### config.mk
export PLATFORM = sky130hd
export DESIGN_NAME = delay_table
export DESIGN_NICKNAME = d
export VERILOG_FILES = /design/src/ctl_pkg.sv /design/src/delay_table.sv
export SDC_FILE = /design/constraint.sdc
export NUM_CORES = 1
export LEC_CHECK = 0
export BUFFER_PORTS_ARGS = -buffer_cell sky130_fd_sc_hd__buf_2
export CORE_ASPECT_RATIO = 0.6
export CORE_MARGIN = 8
export CORE_UTILIZATION = 30
export DETAILED_ROUTE_END_ITERATION = 8
export GPL_TIMING_DRIVEN = 1
export PLACE_DENSITY = 0.46
export SETUP_SLACK_MARGIN = 0.2
export SYNTH_ARGS = -nofsm -noshare
export SYNTH_HDL_FRONTEND = slang
export SYNTH_SLANG_ARGS = --single-unit
### constraint.sdc
create_clock -name CLK -period 3.1 [get_ports CLK]
set_input_delay 0.62 -clock CLK [delete_from_list [all_inputs] [get_ports CLK]]
set_output_delay 0.62 -clock CLK [all_outputs]
set_load 0.01 [all_outputs]
### src/ctl_pkg.sv
package ctl_pkg;

  // ==================================================
  // Sizes
  // ==================================================

  localparam int num_trans = 8;
  localparam int trans_idx_w = $clog2(num_trans);

  localparam int bank_depth = 128;
  localparam int bank_addr_w = $clog2(bank_depth);

  // Host page select.
  localparam logic [2:0] page_main = 3'd0;
  localparam logic [2:0] page_delay = 3'd2;

  // ==================================================
  // Register map of the main page
  // ==================================================

  localparam logic [bank_addr_w-1:0] addr_ctl_flag = 7'h00;
  localparam logic [bank_addr_w-1:0] addr_fpga_info = 7'h01;
  localparam logic [bank_addr_w-1:0] addr_sync_time_0 = 7'h11;
  localparam logic [bank_addr_w-1:0] addr_sync_time_1 = 7'h12;
  localparam logic [bank_addr_w-1:0] addr_sync_time_2 = 7'h13;
  localparam logic [bank_addr_w-1:0] addr_sync_time_3 = 7'h14;
  localparam logic [bank_addr_w-1:0] addr_mod_cycle = 7'h20;
  localparam logic [bank_addr_w-1:0] addr_mod_freq_div_0 = 7'h21;
  localparam logic [bank_addr_w-1:0] addr_mod_freq_div_1 = 7'h22;
  localparam logic [bank_addr_w-1:0] addr_silent_step = 7'h28;
  localparam logic [bank_addr_w-1:0] addr_ver_minor = 7'h3e;
  localparam logic [bank_addr_w-1:0] addr_ver_major = 7'h3f;
  localparam logic [bank_addr_w-1:0] addr_stm_cycle = 7'h50;
  localparam logic [bank_addr_w-1:0] addr_stm_freq_div_0 = 7'h51;
  localparam logic [bank_addr_w-1:0] addr_stm_freq_div_1 = 7'h52;
  localparam logic [bank_addr_w-1:0] addr_sound_speed_0 = 7'h53;
  localparam logic [bank_addr_w-1:0] addr_sound_speed_1 = 7'h54;
  localparam logic [bank_addr_w-1:0] addr_stm_start_idx = 7'h55;
  localparam logic [bank_addr_w-1:0] addr_stm_finish_idx = 7'h56;

  localparam logic [7:0] version_major = 8'h0d;
  localparam logic [7:0] version_minor = 8'h01;

  // Flag word bit positions.
  localparam int flag_op_mode_bit = 9;
  localparam int flag_stm_gain_mode_bit = 10;
  localparam int flag_use_stm_start_idx_bit = 11;
  localparam int flag_use_stm_finish_idx_bit = 12;
  localparam int flag_force_fan_bit = 13;
  localparam int flag_sync_bit = 15;

  // ==================================================
  // Types
  // ==================================================

  typedef struct packed {
    logic        en;
    logic        we;
    logic [2:0]  page;
    logic [7:0]  addr;
    logic [15:0] wdata;
  } host_bus_t;

  // Field order follows the bit positions above, msb first.
  typedef struct packed {
    logic       sync;
    logic       rsv_14;
    logic       force_fan;
    logic       use_stm_finish_idx;
    logic       use_stm_start_idx;
    logic       stm_gain_mode;
    logic       op_mode;
    logic [8:0] rsv_lo;
  } ctl_flags_t;

  typedef union packed {
    logic [15:0] raw;
    ctl_flags_t  flags;
  } ctl_word_u;

  typedef struct packed {
    logic [15:0] cycle;
    logic [31:0] freq_div;
    logic [8:0]  step;
  } mod_cfg_t;

  typedef struct packed {
    logic [15:0] cycle;
    logic [31:0] freq_div;
    logic [31:0] sound_speed;
    logic [15:0] start_idx;
    logic [15:0] finish_idx;
  } stm_cfg_t;

  typedef logic [num_trans-1:0][15:0] delay_arr_t;

endpackage

### src/delay_table.sv
`timescale 1ns/1ps

module delay_table
  import ctl_pkg::*;
(
  input  logic       CLK,
  input  logic       arst_n,
  input  host_bus_t  host,
  output delay_arr_t delays
);

  logic [15:0] ram [num_trans];

  logic [trans_idx_w-1:0] rd_cnt;
  logic [trans_idx_w-1:0] wr_idx;
  logic [15:0] rd_q;
  logic [15:0] rd_qq;

  function automatic logic [trans_idx_w-1:0] wrap_inc(input logic [trans_idx_w-1:0] v);
    if (v == trans_idx_w'(num_trans - 1)) begin
      return '0;
    end
    return v + 1'b1;
  endfunction

  // ==================================================
  // Host write port
  // ==================================================

  always_ff @(posedge CLK) begin
    if (host.en && host.we) begin
      ram[host.addr[trans_idx_w-1:0]] <= host.wdata;
    end
  end

  // ==================================================
  // Unloader
  // ==================================================

  // Two-stage read, like a block RAM with output register.
  always_ff @(posedge CLK) begin
    rd_q <= ram[rd_cnt];
    rd_qq <= rd_q;
  end

  // Write index trails the read counter by the pipeline depth.
  always_ff @(posedge CLK or negedge arst_n) begin
    if (!arst_n) begin
      rd_cnt <= '0;
      wr_idx <= trans_idx_w'(num_trans - 2);
      delays <= '0;
    end else begin
      rd_cnt <= wrap_inc(rd_cnt);
      wr_idx <= wrap_inc(wr_idx);
      delays[wr_idx] <= rd_qq;
    end
  end

endmodule

# Yosys cells after proc, flatten, opt, wreduce, memory -nomap -nowiden
# Memories as Yosys holds them, arrays and structs flattened. A register that Yosys moved wholly into a read port is not among the register bits.
# Cells that the tools add are included.
[op_classes]
add_sub_neg = 2
magnitude_cmp = 2
eq_ne = 2
muxes = 11
n_reduce_logical = 2
[op_table]
columns = ["operator", "n"]
rows = [
  ["$bwmux 128", 1],
  ["$demux 16 s3", 1],
  ["$mux 16", 1],
  ["$mux 3", 4],
  ["$add 3x1->3 const B", 2],
  ["$eq 3x3->1 const B", 2],
  ["$lt 3x4->1 const B", 1],
  ["$mux 1", 4],
  ["$ge 3x1->1 const B", 1],
  ["$logic_and 1x1->1", 2],
]
[totals]
register_bits = 150
ramBits = 128
input_bits = 31
out_inout_bits = 128
word_cells = 31
n_memories = 1
[mem_list]
columns = ["memory", "depth", "word_bits", "rd", "rd_ports_with_merged_regs", "wr", "line_no", "text"]
rows = [
  ["ram", 8, 16, 1, 1, 1, "delay_table.sv:12", "logic [15:0] ram [num_trans];"],
]

# Longest topological paths before layout
[logic_depth]
depth_word = 5
mapped_depth = 4
ltp_nobuf = 3

# Least setup slack after synthesis
# Ideal clock, no wire load.
[synth_timing]
kind = "input port to flip-flop"
from = "input host[18] (netlist name)"
to = "memory ram[0][0], enable pin"
setup_ns = 0.409
arrival_ns = 1.965
slack_ns = 0.726
cell_stages = 2
path_cell_list = "nand3b_1 > nor3_1"
[synth_rtl]
columns = ["element", "line_no", "text"]
rows = [
  ["start: declaration", "delay_table.sv:8", "input host_bus_t host,"],
  ["end: declaration", "delay_table.sv:12", ""],
]
# Straight into the memory's write port.

# Final worst setup path
[layout_timing]
from = "register wr_idx[0]"
to = "register delays[82] (netlist name)"
[layout_via]
elab_chain_cells = 5
word_cells_on_any_way = 6
classes_between = "order compare (2); mux (3); reduce/logical (1)"
[layout_rtl]
columns = ["element", "line_no", "text"]
rows = [
  ["start: declaration", "delay_table.sv:15", "logic [trans_idx_w-1:0] wr_idx;"],
  ["start signal: assignment", "delay_table.sv:50", "wr_idx <= trans_idx_w'(num_trans - 2);"],
  ["start signal: assignment", "delay_table.sv:54", "wr_idx <= wrap_inc(wr_idx);"],
  ["$lt 3x4->1 (implied by the code) or $ge 3x1->1 (tied branches)", "delay_table.sv:55", "delays[wr_idx] <= rd_qq;"],
  ["$logic_and 1x1->1 (implied by the code)", "delay_table.sv:55", ""],
  ["$mux 16 (implied by the code)", "delay_table.sv:55", ""],
  ["$demux 16 s3 (*)", "delay_table.sv:55", ""],
  ["$bwmux 128 (*)", "delay_table.sv:55", ""],
  ["end signal: indexed assignment", "delay_table.sv:55", ""],
  ["end: declaration", "delay_table.sv:9", "output delay_arr_t delays"],
]
# Every way passes the cells marked *; elsewhere a longest branch is shown, timed or not.

==> impl_metrics.ini <==
[power_and_ir_drop]
p_switching_mw = 1.577
power_per_cell_area_mw_per_mm2 = 614.2
pwr-share-comb_pct = 2.3
power.static_leakage_nw = 5.153
seqPwrFrac_pct = 52.1
sw_frac_of_total_pct = 19.72
clockPowerShare_pct = 45.5
max-vdd-ir-drop_v = 0.0004070
internal-power_mw = 6.421

[worst_setup_path]
cp_num_buf_inv = 1
max_stage_delay_ps = 630
regToRegSetupSlack_ps = 1040
worstSetupPathType = flop to flop
worst_ep_required_time_ps = 3520
crit_family = flip-flops
worstReg2RegEnd = delays[82]$_DFFE_PN0P_
critical-path-slowest-cell = sky130_fd_sc_hd__dfrtp_1
r2r_start = wr_idx[0]$_DFF_PN0_
cp_data_arrival_time_ps = 2490
critical_path.startpoint_type = flop
cp_num_cells = 3
cp_cell_sequence = nand3b_1 > buf_4 > mux2_2
crit_path_max_fanout = 10
r2r_cells = 3
crit_path_end_kind = flop

[cts]
cts_tree = yes
htree_levels = 1
postCtsHoldBufs = 0
cts_setup_buffers = 0
cts_root_buf = sky130_fd_sc_hd__clkbuf_16
postCtsResizedCells = 0
number_of_buffers_inserted_during_clock_tree_synthesis = 28
clock_sink_count = 294
worstSkewPairLatency_ps = 550
clock_tree.buffer_depth = 3
clk_pin_slew_ps = 60

[synthesis]
synth_top_area_share_pct = 36.04
avgSynthCellArea_sq_um = 20.63
sequential_area_share_after_synthesis_pct = 73.52
synth_enable_flop_cells = 128
netlist_area_sq_mm = 0.01066
synthDistinctLibCells = 23
yosys-top-cells-count = sky130_fd_sc_hd__mux2_2, sky130_fd_sc_hd__dfrtp_1, sky130_fd_sc_hd__edfxtp_1
synth_nets = 552
synthCells = 517
async_flop_share_pct = 45.58
ys_ff_latch = 294
netlist.top_cell.by_area = sky130_fd_sc_hd__edfxtp_1
post-synth-top-count-cell = sky130_fd_sc_hd__mux2_2
primary_flip_flop_cell_chosen_by_synthesis_mapping = sky130_fd_sc_hd__dfrtp_1
ys.warnings.count = 0
synth_top_cells_by_area = sky130_fd_sc_hd__edfxtp_1, sky130_fd_sc_hd__dfrtp_1, sky130_fd_sc_hd__mux2_2, sky130_fd_sc_hd__mux4_1, sky130_fd_sc_hd__dfxtp_1

[sta]
final-hold-violation-count = 0
grt_setup_unrepaired = no
timing.final.max_slew_violations = 0
setup-violations-final = 0
setup_ws_ps = 1037
post_layout_min_period_ps = 2063
tightestPinTransition_ps = 1003
fmax_mhz = 484.8
setup_total_negative_slack_ps = 0
slew-limit-headroom_pct = 33.10
portion_of_the_clock_cycle_consumed_by_the_worst_path_in_the_final_layout_pct = 66.54
timing.clock.skew_ps = 14.01

[drt]
drc = 0
drt-initial-drc-count = 262
drt.antenna.violating_nets = 0
wl_final_um = 24950
num_vias = 5279
route.detailed.wl_per_inst_um = 21.02
post_drt_via_cell_ratio = 4.447
drt_first_pass_iters = 5

[placement]
io_buffer_count = 150
detailedPlacementHpwl_um = 16490
placement.cell_area_sq_mm = 0.01203
gpl.final_weighted_congestion = 0.7477
placedCellCount = 1134
pre_cts_slack_ps = 1053

[finish]
stdcell_area_sq_mm = 0.01302
post_layout_nonfiller_instances = 1187
num-fill-cells = 3300
final_net_count = 732
synthToLayoutAreaGrowth_pct = 22.09
layout-drive-gt1-share_pct = 49.65

[floorplan]
row_count = 53
floorplan.initialDensity_pct = 30.46
chipHeight_um = 162.0
num_io_pins = 159
chipWidth_um = 259.4
coreArea_sq_mm = 0.03501
fp.dieArea_sq_mm = 0.04203

[run]
max-cap-violations = 0

[global_routing]
via_count_of_the_first_global_routing_pass = 5865
groute.usage.overall_pct = 11.77
grt_max_degree = 79
grt_pass1_wl_um = 37680
number_of_antenna_violations_at_the_first_check_in_global_routing = 1
overflow = 0

[outcome]
outcome = finished clean

[min_path]
worst_hold_path_type = input pin to async pin
-- area by class of cell --
type | count | area (sq um) | area share, %
clock inverters | 14 | 190.2 | 1.461
diodes | 1 | 2.502 | 0.01922
clock buffers | 38 | 799.5 | 6.141
well taps | 467 | 584.3 | 4.488
flip-flops and latches | 294 | 7840 | 60.22
multi-input cells | 203 | 2696 | 20.71
repair buffers | 170 | 907.1 | 6.967
-- per-stage QoR --
| step | total power [mW] | util, % | hold WS [ps] |
|---|---|---|---|
| floorplan | 4.303 | - | 309.6 |
| global placement | 4.430 | 34.35 | 315.6 |
| detailed placement | 4.444 | 34.35 | 315.0 |
| CTS | 8.119 | 37.18 | 102.0 |
| global route | 8.308 | 37.18 | 132.7 |
| finish | 7.998 | 37.19 | 91.65 |
-- power groups by stage --
stage                     clock (mW)  sequential (mW)  combinational (mW)
after detailed placement           0             4.25               0.194
after floorplan                    0             4.25              0.0505
final                           3.64             4.17               0.187
after global placement             0             4.24               0.185
after CTS                       3.75             4.17               0.194
after global routing            3.92             4.18               0.210
-- cells by family after synthesis --
family / synth area share (%)
flip-flops: 73.52
adder cells (fa/ha/maj): 0.4693
AND/OR/NAND/NOR: 1.631
multiplexers: 23.09
buffers and inverters: 1.291
-- layer usage --
metal  GRT usage [%]  share of wire (%)  vias to the layer above
li1                -                  -                     2375
met1           15.90                 46                     2756
met2           19.26                 48                      111
met3           2.758                4.7                       35
met4           2.383                1.9                        2
met5               0              0.040                        -
-- layout by cell type, fill, tap and decap left out --
cell type / netlist / routed
sky130_fd_sc_hd__buf_2: 4 / 149
sky130_fd_sc_hd__mux2_2: 135 / 135
sky130_fd_sc_hd__dfrtp_1: 132 / 132
sky130_fd_sc_hd__edfxtp_1: 128 / 128
sky130_fd_sc_hd__mux4_1: 32 / 32
sky130_fd_sc_hd__dfxtp_1: 32 / 32
sky130_fd_sc_hd__clkbuf_16: 0 / 29
sky130_fd_sc_hd__buf_4: 7 / 20
sky130_fd_sc_hd__mux2_1: 9 / 9
sky130_fd_sc_hd__nor2_1: 8 / 8
sky130_fd_sc_hd__clkinv_2: 0 / 5
sky130_fd_sc_hd__bufinv_16: 0 / 5
sky130_fd_sc_hd__clkbuf_1: 1 / 5
sky130_fd_sc_hd__nand3b_1: 4 / 4
sky130_fd_sc_hd__ha_1: 4 / 4
sky130_fd_sc_hd__clkbuf_8: 0 / 4
sky130_fd_sc_hd__clkinv_1: 0 / 4
sky130_fd_sc_hd__nor3b_4: 3 / 3
sky130_fd_sc_hd__nand2b_1: 2 / 2
sky130_fd_sc_hd__nor3_2: 0 / 2
sky130_fd_sc_hd__dfstp_2: 2 / 2
sky130_fd_sc_hd__diode_2: 0 / 1
sky130_fd_sc_hd__nand3_1: 1 / 1
sky130_fd_sc_hd__nand2_1: 1 / 1
sky130_fd_sc_hd__nor3_4: 1 / 1
sky130_fd_sc_hd__nand3_2: 1 / 1
sky130_fd_sc_hd__buf_6: 4 / 1
-- worst max-delay path by stage --
| stage | from | endpoint | slack, ps |
|---|---|---|---|
| finish | wr_idx[0]$_DFF_PN0_ | delays[82]$_DFFE_PN0P_ | 1040 |
| global route | wr_idx[0]$_DFF_PN0_ | delays[82]$_DFFE_PN0P_ | 930 |
| CTS | wr_idx[2]$_DFF_PN1_ | delays[71]$_DFFE_PN0P_ | 1050 |
| detailed placement | wr_idx[0]$_DFF_PN0_ | delays[95]$_DFFE_PN0P_ | 1050 |
| global placement | wr_idx[1]$_DFF_PN1_ | delays[83]$_DFFE_PN0P_ | 1100 |
| floorplan | host[18] | ram[0][0]$_DFFE_PP_ | 730 |
-- flip-flops by register name (all words and copies together) (netlist names) --
signal and flops:
rd_qq 16, ram 128, rd_cnt 3, delays 128
rd_q 16, wr_idx 3
Note: power is estimated with default switching activity, not from simulation.
