[src/ctl_pkg.sv]
package ctl_pkg;

  // ==================================================
  // Sizes
  // ==================================================

  localparam int num_trans = 8;
  localparam int trans_idx_w = $clog2(num_trans);

  localparam int bank_depth = 128;
  localparam int bank_addr_w = $clog2(bank_depth);

  // Host page select.
  localparam logic [2:0] page_main = 3'd0;
  localparam logic [2:0] page_delay = 3'd2;

  // ==================================================
  // Register map of the main page
  // ==================================================

  localparam logic [bank_addr_w-1:0] addr_ctl_flag = 7'h00;
  localparam logic [bank_addr_w-1:0] addr_fpga_info = 7'h01;
  localparam logic [bank_addr_w-1:0] addr_sync_time_0 = 7'h11;
  localparam logic [bank_addr_w-1:0] addr_sync_time_1 = 7'h12;
  localparam logic [bank_addr_w-1:0] addr_sync_time_2 = 7'h13;
  localparam logic [bank_addr_w-1:0] addr_sync_time_3 = 7'h14;
  localparam logic [bank_addr_w-1:0] addr_mod_cycle = 7'h20;
  localparam logic [bank_addr_w-1:0] addr_mod_freq_div_0 = 7'h21;
  localparam logic [bank_addr_w-1:0] addr_mod_freq_div_1 = 7'h22;
  localparam logic [bank_addr_w-1:0] addr_silent_step = 7'h28;
  localparam logic [bank_addr_w-1:0] addr_ver_minor = 7'h3e;
  localparam logic [bank_addr_w-1:0] addr_ver_major = 7'h3f;
  localparam logic [bank_addr_w-1:0] addr_stm_cycle = 7'h50;
  localparam logic [bank_addr_w-1:0] addr_stm_freq_div_0 = 7'h51;
  localparam logic [bank_addr_w-1:0] addr_stm_freq_div_1 = 7'h52;
  localparam logic [bank_addr_w-1:0] addr_sound_speed_0 = 7'h53;
  localparam logic [bank_addr_w-1:0] addr_sound_speed_1 = 7'h54;
  localparam logic [bank_addr_w-1:0] addr_stm_start_idx = 7'h55;
  localparam logic [bank_addr_w-1:0] addr_stm_finish_idx = 7'h56;

  localparam logic [7:0] version_major = 8'h0d;
  localparam logic [7:0] version_minor = 8'h01;

  // Flag word bit positions.
  localparam int flag_op_mode_bit = 9;
  localparam int flag_stm_gain_mode_bit = 10;
  localparam int flag_use_stm_start_idx_bit = 11;
  localparam int flag_use_stm_finish_idx_bit = 12;
  localparam int flag_force_fan_bit = 13;
  localparam int flag_sync_bit = 15;

  // ==================================================
  // Types
  // ==================================================

  typedef struct packed {
    logic        en;
    logic        we;
    logic [2:0]  page;
    logic [7:0]  addr;
    logic [15:0] wdata;
  } host_bus_t;

  // Field order follows the bit positions above, msb first.
  typedef struct packed {
    logic       sync;
    logic       rsv_14;
    logic       force_fan;
    logic       use_stm_finish_idx;
    logic       use_stm_start_idx;
    logic       stm_gain_mode;
    logic       op_mode;
    logic [8:0] rsv_lo;
  } ctl_flags_t;

  typedef union packed {
    logic [15:0] raw;
    ctl_flags_t  flags;
  } ctl_word_u;

  typedef struct packed {
    logic [15:0] cycle;
    logic [31:0] freq_div;
    logic [8:0]  step;
  } mod_cfg_t;

  typedef struct packed {
    logic [15:0] cycle;
    logic [31:0] freq_div;
    logic [31:0] sound_speed;
    logic [15:0] start_idx;
    logic [15:0] finish_idx;
  } stm_cfg_t;

  typedef logic [num_trans-1:0][15:0] delay_arr_t;

endpackage

[src/ctl_sequencer.sv]
`timescale 1ns/1ps

module ctl_sequencer
  import ctl_pkg::*;
(
  input  logic                   CLK,
  input  logic                   arst_n,
  input  logic                   thermo,
  output logic [bank_addr_w-1:0] b_addr,
  output logic                   b_we,
  output logic [15:0]            b_wdata,
  input  logic [15:0]            b_rdata,
  output ctl_flags_t             flags,
  output mod_cfg_t               mod_cfg,
  output stm_cfg_t               stm_cfg,
  output logic [63:0]            ecat_sync_time,
  output logic                   sync_set
);

  // Names read <store>_<request>; data lands three states after its request.
  typedef enum logic [4:0] {
    s_wr_ver_minor,
    s_wr_ver_major,
    s_req_flag,
    s_st_finish_req_flag,
    s_req_mod_cycle,
    s_req_mod_div_0,
    s_st_flag_req_mod_div_1,
    s_st_mod_cycle_req_step,
    s_st_mod_div_0_req_stm_cycle,
    s_st_mod_div_1_req_stm_div_0,
    s_st_step_req_stm_div_1,
    s_st_stm_cycle_req_speed_0,
    s_st_stm_div_0_req_speed_1,
    s_st_stm_div_1_req_start,
    s_st_speed_0_req_finish,
    s_st_speed_1_wr_info,
    s_st_start_idle,
    s_sync_req_0,
    s_sync_req_1,
    s_sync_req_2,
    s_sync_st_0_req_3,
    s_sync_st_1,
    s_sync_st_2,
    s_sync_st_3
  } state_t;

  state_t state;
  ctl_word_u rd_word;
  ctl_word_u clr_word;

  // Flag word as read, and the same word with sync dropped.
  always_comb begin
    rd_word.raw = b_rdata;
    clr_word.raw = b_rdata;
    clr_word.raw[flag_sync_bit] = 1'b0;
  end

  always_ff @(posedge CLK or negedge arst_n) begin
    if (!arst_n) begin
      state <= s_wr_ver_minor;
      b_addr <= '0;
      b_we <= 1'b0;
      b_wdata <= '0;
      flags <= '0;
      mod_cfg <= '0;
      stm_cfg <= '0;
      ecat_sync_time <= '0;
      sync_set <= 1'b0;
    end else begin
      b_we <= 1'b0;
      sync_set <= 1'b0;
      case (state)
        // ==================================================
        // Init
        // ==================================================
        s_wr_ver_minor: begin
          b_we <= 1'b1;
          b_addr <= addr_ver_minor;
          b_wdata <= {8'h00, version_minor};
          state <= s_wr_ver_major;
        end
        s_wr_ver_major: begin
          b_we <= 1'b1;
          b_addr <= addr_ver_major;
          b_wdata <= {8'hff, version_major};
          state <= s_req_flag;
        end
        s_req_flag: begin
          b_addr <= addr_ctl_flag;
          state <= s_req_mod_cycle;
        end
        // ==================================================
        // Run, 14 states per loop
        // ==================================================
        s_st_finish_req_flag: begin
          stm_cfg.finish_idx <= b_rdata;
          b_addr <= addr_ctl_flag;
          state <= s_req_mod_cycle;
        end
        s_req_mod_cycle: begin
          b_addr <= addr_mod_cycle;
          state <= s_req_mod_div_0;
        end
        s_req_mod_div_0: begin
          b_addr <= addr_mod_freq_div_0;
          state <= s_st_flag_req_mod_div_1;
        end
        s_st_flag_req_mod_div_1: begin
          flags <= clr_word.flags;
          if (rd_word.flags.sync) begin
            b_we <= 1'b1;
            b_addr <= addr_ctl_flag;
            b_wdata <= clr_word.raw;
            state <= s_sync_req_0;
          end else begin
            b_addr <= addr_mod_freq_div_1;
            state <= s_st_mod_cycle_req_step;
          end
        end
        s_st_mod_cycle_req_step: begin
          mod_cfg.cycle <= b_rdata;
          b_addr <= addr_silent_step;
          state <= s_st_mod_div_0_req_stm_cycle;
        end
        s_st_mod_div_0_req_stm_cycle: begin
          mod_cfg.freq_div[15:0] <= b_rdata;
          b_addr <= addr_stm_cycle;
          state <= s_st_mod_div_1_req_stm_div_0;
        end
        s_st_mod_div_1_req_stm_div_0: begin
          mod_cfg.freq_div[31:16] <= b_rdata;
          b_addr <= addr_stm_freq_div_0;
          state <= s_st_step_req_stm_div_1;
        end
        s_st_step_req_stm_div_1: begin
          mod_cfg.step <= b_rdata[8:0];
          b_addr <= addr_stm_freq_div_1;
          state <= s_st_stm_cycle_req_speed_0;
        end
        s_st_stm_cycle_req_speed_0: begin
          stm_cfg.cycle <= b_rdata;
          b_addr <= addr_sound_speed_0;
          state <= s_st_stm_div_0_req_speed_1;
        end
        s_st_stm_div_0_req_speed_1: begin
          stm_cfg.freq_div[15:0] <= b_rdata;
          b_addr <= addr_sound_speed_1;
          state <= s_st_stm_div_1_req_start;
        end
        s_st_stm_div_1_req_start: begin
          stm_cfg.freq_div[31:16] <= b_rdata;
          b_addr <= addr_stm_start_idx;
          state <= s_st_speed_0_req_finish;
        end
        s_st_speed_0_req_finish: begin
          stm_cfg.sound_speed[15:0] <= b_rdata;
          b_addr <= addr_stm_finish_idx;
          state <= s_st_speed_1_wr_info;
        end
        s_st_speed_1_wr_info: begin
          stm_cfg.sound_speed[31:16] <= b_rdata;
          b_we <= 1'b1;
          b_addr <= addr_fpga_info;
          b_wdata <= {15'd0, thermo};
          state <= s_st_start_idle;
        end
        s_st_start_idle: begin
          stm_cfg.start_idx <= b_rdata;
          state <= s_st_finish_req_flag;
        end
        // ==================================================
        // Synchronize
        // ==================================================
        s_sync_req_0: begin
          b_addr <= addr_sync_time_0;
          state <= s_sync_req_1;
        end
        s_sync_req_1: begin
          b_addr <= addr_sync_time_1;
          state <= s_sync_req_2;
        end
        s_sync_req_2: begin
          b_addr <= addr_sync_time_2;
          state <= s_sync_st_0_req_3;
        end
        s_sync_st_0_req_3: begin
          ecat_sync_time[15:0] <= b_rdata;
          b_addr <= addr_sync_time_3;
          state <= s_sync_st_1;
        end
        s_sync_st_1: begin
          ecat_sync_time[31:16] <= b_rdata;
          state <= s_sync_st_2;
        end
        s_sync_st_2: begin
          ecat_sync_time[47:32] <= b_rdata;
          state <= s_sync_st_3;
        end
        s_sync_st_3: begin
          ecat_sync_time[63:48] <= b_rdata;
          sync_set <= 1'b1;
          // Flag request here rejoins the loop in step.
          b_addr <= addr_ctl_flag;
          state <= s_req_mod_cycle;
        end
        default: begin
          state <= s_wr_ver_minor;
        end
      endcase
    end
  end

endmodule

[config.mk]
export PLATFORM = sky130hd
export DESIGN_NAME = ctl_sequencer
export DESIGN_NICKNAME = d
export VERILOG_FILES = /design/src/ctl_pkg.sv /design/src/ctl_sequencer.sv
export SDC_FILE = /design/constraint.sdc
export NUM_CORES = 1
export LEC_CHECK = 0
export ABC_CLOCK_PERIOD_IN_PS = 1900
export BUFFER_PORTS_ARGS = -buffer_cell sky130_fd_sc_hd__buf_2
export CORE_MARGIN = 2
export CORE_UTILIZATION = 33
export CTS_BUF_LIST = sky130_fd_sc_hd__clkbuf_4
export DETAILED_ROUTE_END_ITERATION = 8
export GPL_ROUTABILITY_DRIVEN = 0
export SETUP_SLACK_MARGIN = 0.3
export SLEW_MARGIN = 10
export SYNTH_ARGS = -nofsm -noshare
export SYNTH_HDL_FRONTEND = slang
export SYNTH_SLANG_ARGS = --single-unit
[constraint.sdc]
create_clock -name CLK -period 1.9 [get_ports CLK]
set_input_delay 0.38 -clock CLK [delete_from_list [all_inputs] [get_ports CLK]]
set_output_delay 0.38 -clock CLK [all_outputs]
set_load 0.005 [all_outputs]
## After elaboration in Yosys (flattened, before gate mapping)

Index checks and enable logic that the tools add are counted.

- Bits of input ports: 19
- Logic and storage cells: 66
- Register bits: 278
- Output and inout bits: 274

- Mux-type cells: 9
- Equal/unequal tests: 24
- Reduce and logical (&&, ||, !) cells: 6

Operators with widths:

| operator | count |
|---|---|
| case mux 7 bit (19 select lines) | 1 |
| case mux 5 bit (22 select lines) | 1 |
| case mux 16 bit (4 select lines) | 1 |
| equality test 5 x 4 -> 1 bit (second input constant) | 8 |
| equality test 5 bit (second input constant) | 8 |
| equality test 5 x 3 -> 1 bit (second input constant) | 4 |
| nonzero test 19 bit | 1 |
| two-way mux 16 bit | 1 |
| equality test 5 x 2 -> 1 bit (second input constant) | 2 |
| two-way mux 6 bit | 1 |
| OR reduction 3 bit | 2 |
| equality test 5 x 1 -> 1 bit (second input constant) | 1 |
| logical NOT 5 bit | 1 |
| two-way mux 5 bit | 1 |
| nonzero test 4 bit | 1 |
| two-way mux 1 bit | 2 |
| inequality test 2 bit (second input constant) | 1 |
| case mux 1 bit (2 select lines) | 1 |
| AND reduction 2 bit | 1 |

## Depth between registers and ports, before layout

- Depth after elaboration: 3
- Depth in mapped cells: 8
- Mapped depth without buffers: 4

## Least setup slack after synthesis

OpenSTA, ideal clock, no wires.

- Kind: reg-to-reg
- From: register state[1]
- To: register stm_cfg[21] in the netlist's numbering
- Setup slack: 118 ps
- Period minus slack after synthesis: 1782 ps
- Setup time: 125 ps
- Stages on the path, launching flop included: 7
- Arrival time: 1657 ps
- Data required time: 1775 ps
- Buffers on the path: 2
- Cell sequence: dfrtp_1 -> buf_4 -> nor2_1 -> nand2_1 -> nor2_2 -> buf_4 -> mux2_2

- Longest elaborated chain between the ends: 1

Ends and longest elaborated chain:

| item | RTL line | text |
|---|---|---|
| start: declaration | ctl_sequencer.sv:48 | `state_t state;` |
| start signal: assignment | ctl_sequencer.sv:61 | `state <= s_wr_ver_minor;` |
| start signal: assignment | ctl_sequencer.sv:81 | `state <= s_wr_ver_major;` |
| start signal: assignment | ctl_sequencer.sv:87 | `state <= s_req_flag;` |
| equality test 5 bit | ctl_sequencer.sv:73 | `case (state)` |
| end: declaration | ctl_sequencer.sv:15 | `output stm_cfg_t stm_cfg,` |

Every way passes these cells.
A chain may end at the register's enable or synchronous reset.

## Worst setup path in the final report

- From: register state[1]
- To: register stm_cfg[89] in the netlist's numbering

- Longest elaborated chain between the ends: 1

Ends and longest elaborated chain:

| item | RTL line |
|---|---|
| equality test 5 x 4 -> 1 bit | ctl_sequencer.sv:73 |

Every way passes these cells.

==> run metrics <==
status=complete, no violations; leakage power=8.04 nW; initial antenna violation count=1; Crit Path Max Fanout=10; Yosys cell types=50; Clock power frac=19.3%; most common cell after layout, fill and taps aside=buf_2; Post-Synthesis Cell Area=0.0109 mm²; hold_ws=0.0844 ns; met2 GRT Util=30.7%; Final min period=1.77 ns; sequential share of power=35.6%; port bufs=around 290; Slew @ Worst Pin=0.500 ns; startpoint types=register; Synth Instances=732; number of global-route vias before repair=8199; GR Util All Layers=18.8%; Post-synth EDFFs=0; hpwl dp=between 20000 and 25000 µm; post-route ant nets=0; num ports=293; DR DRC count=0; Worst Skew=0.0484 ns; CTS Buffer Depth=3; combinational power share=45.1%; largest cells by area after synthesis=dfrtp_1 64%, mux2_2 24%, nand2_1 1.3%, a2bb2oi_1 0.88%, clkbuf_1 0.79%; total grt overflow=0; largest net degree at the start of global routing=46; post-route setup TNS=0 ns; core area=0.0326 mm²; ys flop type=dfrtp_1; WL final=35800 µm; placed insts=1471; crit end category=register; row count=66; first-pass GRT wire length=48700 µm; Die Wd=186 µm; Pre-antenna DRT Iters=4; number of cells on the worst hold path=3; final instance area=between 0.015 and 0.02 mm²; WL/cell=~21 µm; post-synthesis sequential area ratio=63.6%; Pwr Total=29.2 mW; Internal=19.7 mW; asr flop ratio synth=between 90% and 100%; fillers=~2900; Fmax=0.567 GHz; Root Driver=clkbuf_4; switching part of the total=32.5%; unrepaired setup endpoints after global routing=true; Mean Syn Cell Area=between 10 and 15 µm²; #FFs+latches synth=between 200 and 300; CTS tree=yes; Pins Over Slew Limit=0; Yosys warning count=0; Rel. slew slack=66.7%; clk_lat worst skew=approximately 0.7 ns; Num CTS Buffers=~80; met3 usage=6.05%; layout cells sized above 1=69.3%; worst vdd ir=770 µV; Required @ worst endpoint=~2.5 ns; # nets final=roughly 1300; power density over cell area=1800 mW/mm²; critical path type=register to register; Die Ht=186 µm; most frequent cells in the layout=281 x buf_2, 273 x dfrtp_1, 166 x mux2_2; critical path arrival=2.32 ns; Cell Count, Final, Fillers Out=1730; busiest grt layer=met2; Reg2Reg Depth=5; syn nets=751; worst hold path type=primary input to register; R2R Setup Slk=0.13 ns; Clock Pin Slew Worst Setup and Hold Paths=approximately 0.06 ns; DP Worst Slack=-0.0888 ns; initial DRC count=413; count of maximum capacitance violations=0; top cell type's share of synthesized area=63.6%; leading area contributor after synthesis=dfrtp_1; CTS sink count=278; vias post-DR=8171; Initial Util=33.5%; Final Util=49.8%; placed instance area=0.0135 mm²; total number of H-tree levels=3; mean number of vias per cell=4.72; final hold viol count=0; setup ws final=0.135 ns; Psw=9.49 mW; met1 Usage GRT=between 20% and 30%; # setup viols final=0; die area=0.0346 mm²; Final period util=92.9%; Area Growth Syn to Fin=48.6%
-- cell families after synthesis --
group | count (synthesis) | share of synthesized area [%]
buffers and inverters | 57 | 2.61
and+or+nand+nor | 91 | 4.68
DFF | 278 | 63.6
xor gates and xnor gates | 2 | 0.160
AOI/OAI and AO/OA | 65 | 4.44
other | 1 | 0.0343
muxes | 238 | 24.5
-- registers in the layout (all words and copies together), names as in the netlist --
name            flops
stm_cfg           112
flags              15
b_wdata            16
state               5
b_we                1
mod_cfg            57
sync_set            1
ecat_sync_time     64
b_addr              7
-- cell type report --
class	count	area (µm²)	area share [%]
tap	442	553	3.40
timing repair buffer	470	3460	21.3
clock buffer	119	893	5.50
antenna	2	5.00	0.0308
clock inverter	17	126	0.777
inverter	5	25.0	0.154
sequential	278	6960	42.8
multi-input combinational	397	4230	26.0
-- final timing paths --
check | to | startpoint
max in group asynchronous | mod_cfg[40] | arst_n
setup reg to reg | stm_cfg[89] | state[1]
hold reg to reg | flags[7] | flags[7]
hold / removal | b_wdata[0] | thermo
min in group asynchronous | stm_cfg[48] | arst_n
setup / recovery | stm_cfg[89] | state[1]
-- power by group through the flow --
stage               Clock [mW]  Combinational [mW]  Sequential [mW]
floorplan                    0                4.85             10.5
global placement             0                9.78             10.4
detailed placement           0                9.94             10.4
CTS                       5.85                10.5             10.4
global route              6.21                14.2             10.7
finish                    5.64                13.2             10.4
-- Yosys cell counts, types with 4 or more instances --
library cell / number
dfrtp_1: 278
mux2_2: 238
nand2_1: 38
clkbuf_1: 23
buf_2: 15
nor2_1: 13
a21oi_1: 12
a2bb2oi_1: 11
buf_4: 10
o21ai_0: 10
nor2b_1: 7
a21o_1: 6
and2_1: 5
a32oi_1: 4
nand2b_1: 4
nand3_1: 4
-- routing by layer --
metal  share of wire [%]  up-vias
li1                    -     3652
met1                  42     4142
met2                  49      315
met3                 6.9       62
met4                 2.1        0
met5                   0        -
-- repair_timing --
| item | in CTS | in global routing |
|---|---|---|
| cloned | 2 | 9 |
| hold buffers | 1 | 0 |
| endpoints found under the hold margin | 278 | 0 |
| pin swaps | 6 | 18 |
| endpoints found under the setup margin | 525 | 532 |
| gates resized for setup | 36 | 125 |
| buffers inserted | 21 | 88 |
-- critical path, stage by stage, from the launching register on --
cell	delay, ns
dfrtp_2	0.47
buf_4	0.21
nor4b_4	0.29
buf_4	0.17
buf_12	0.13
mux2_2	0.34
Note: power is estimated with default switching activity, not from simulation.
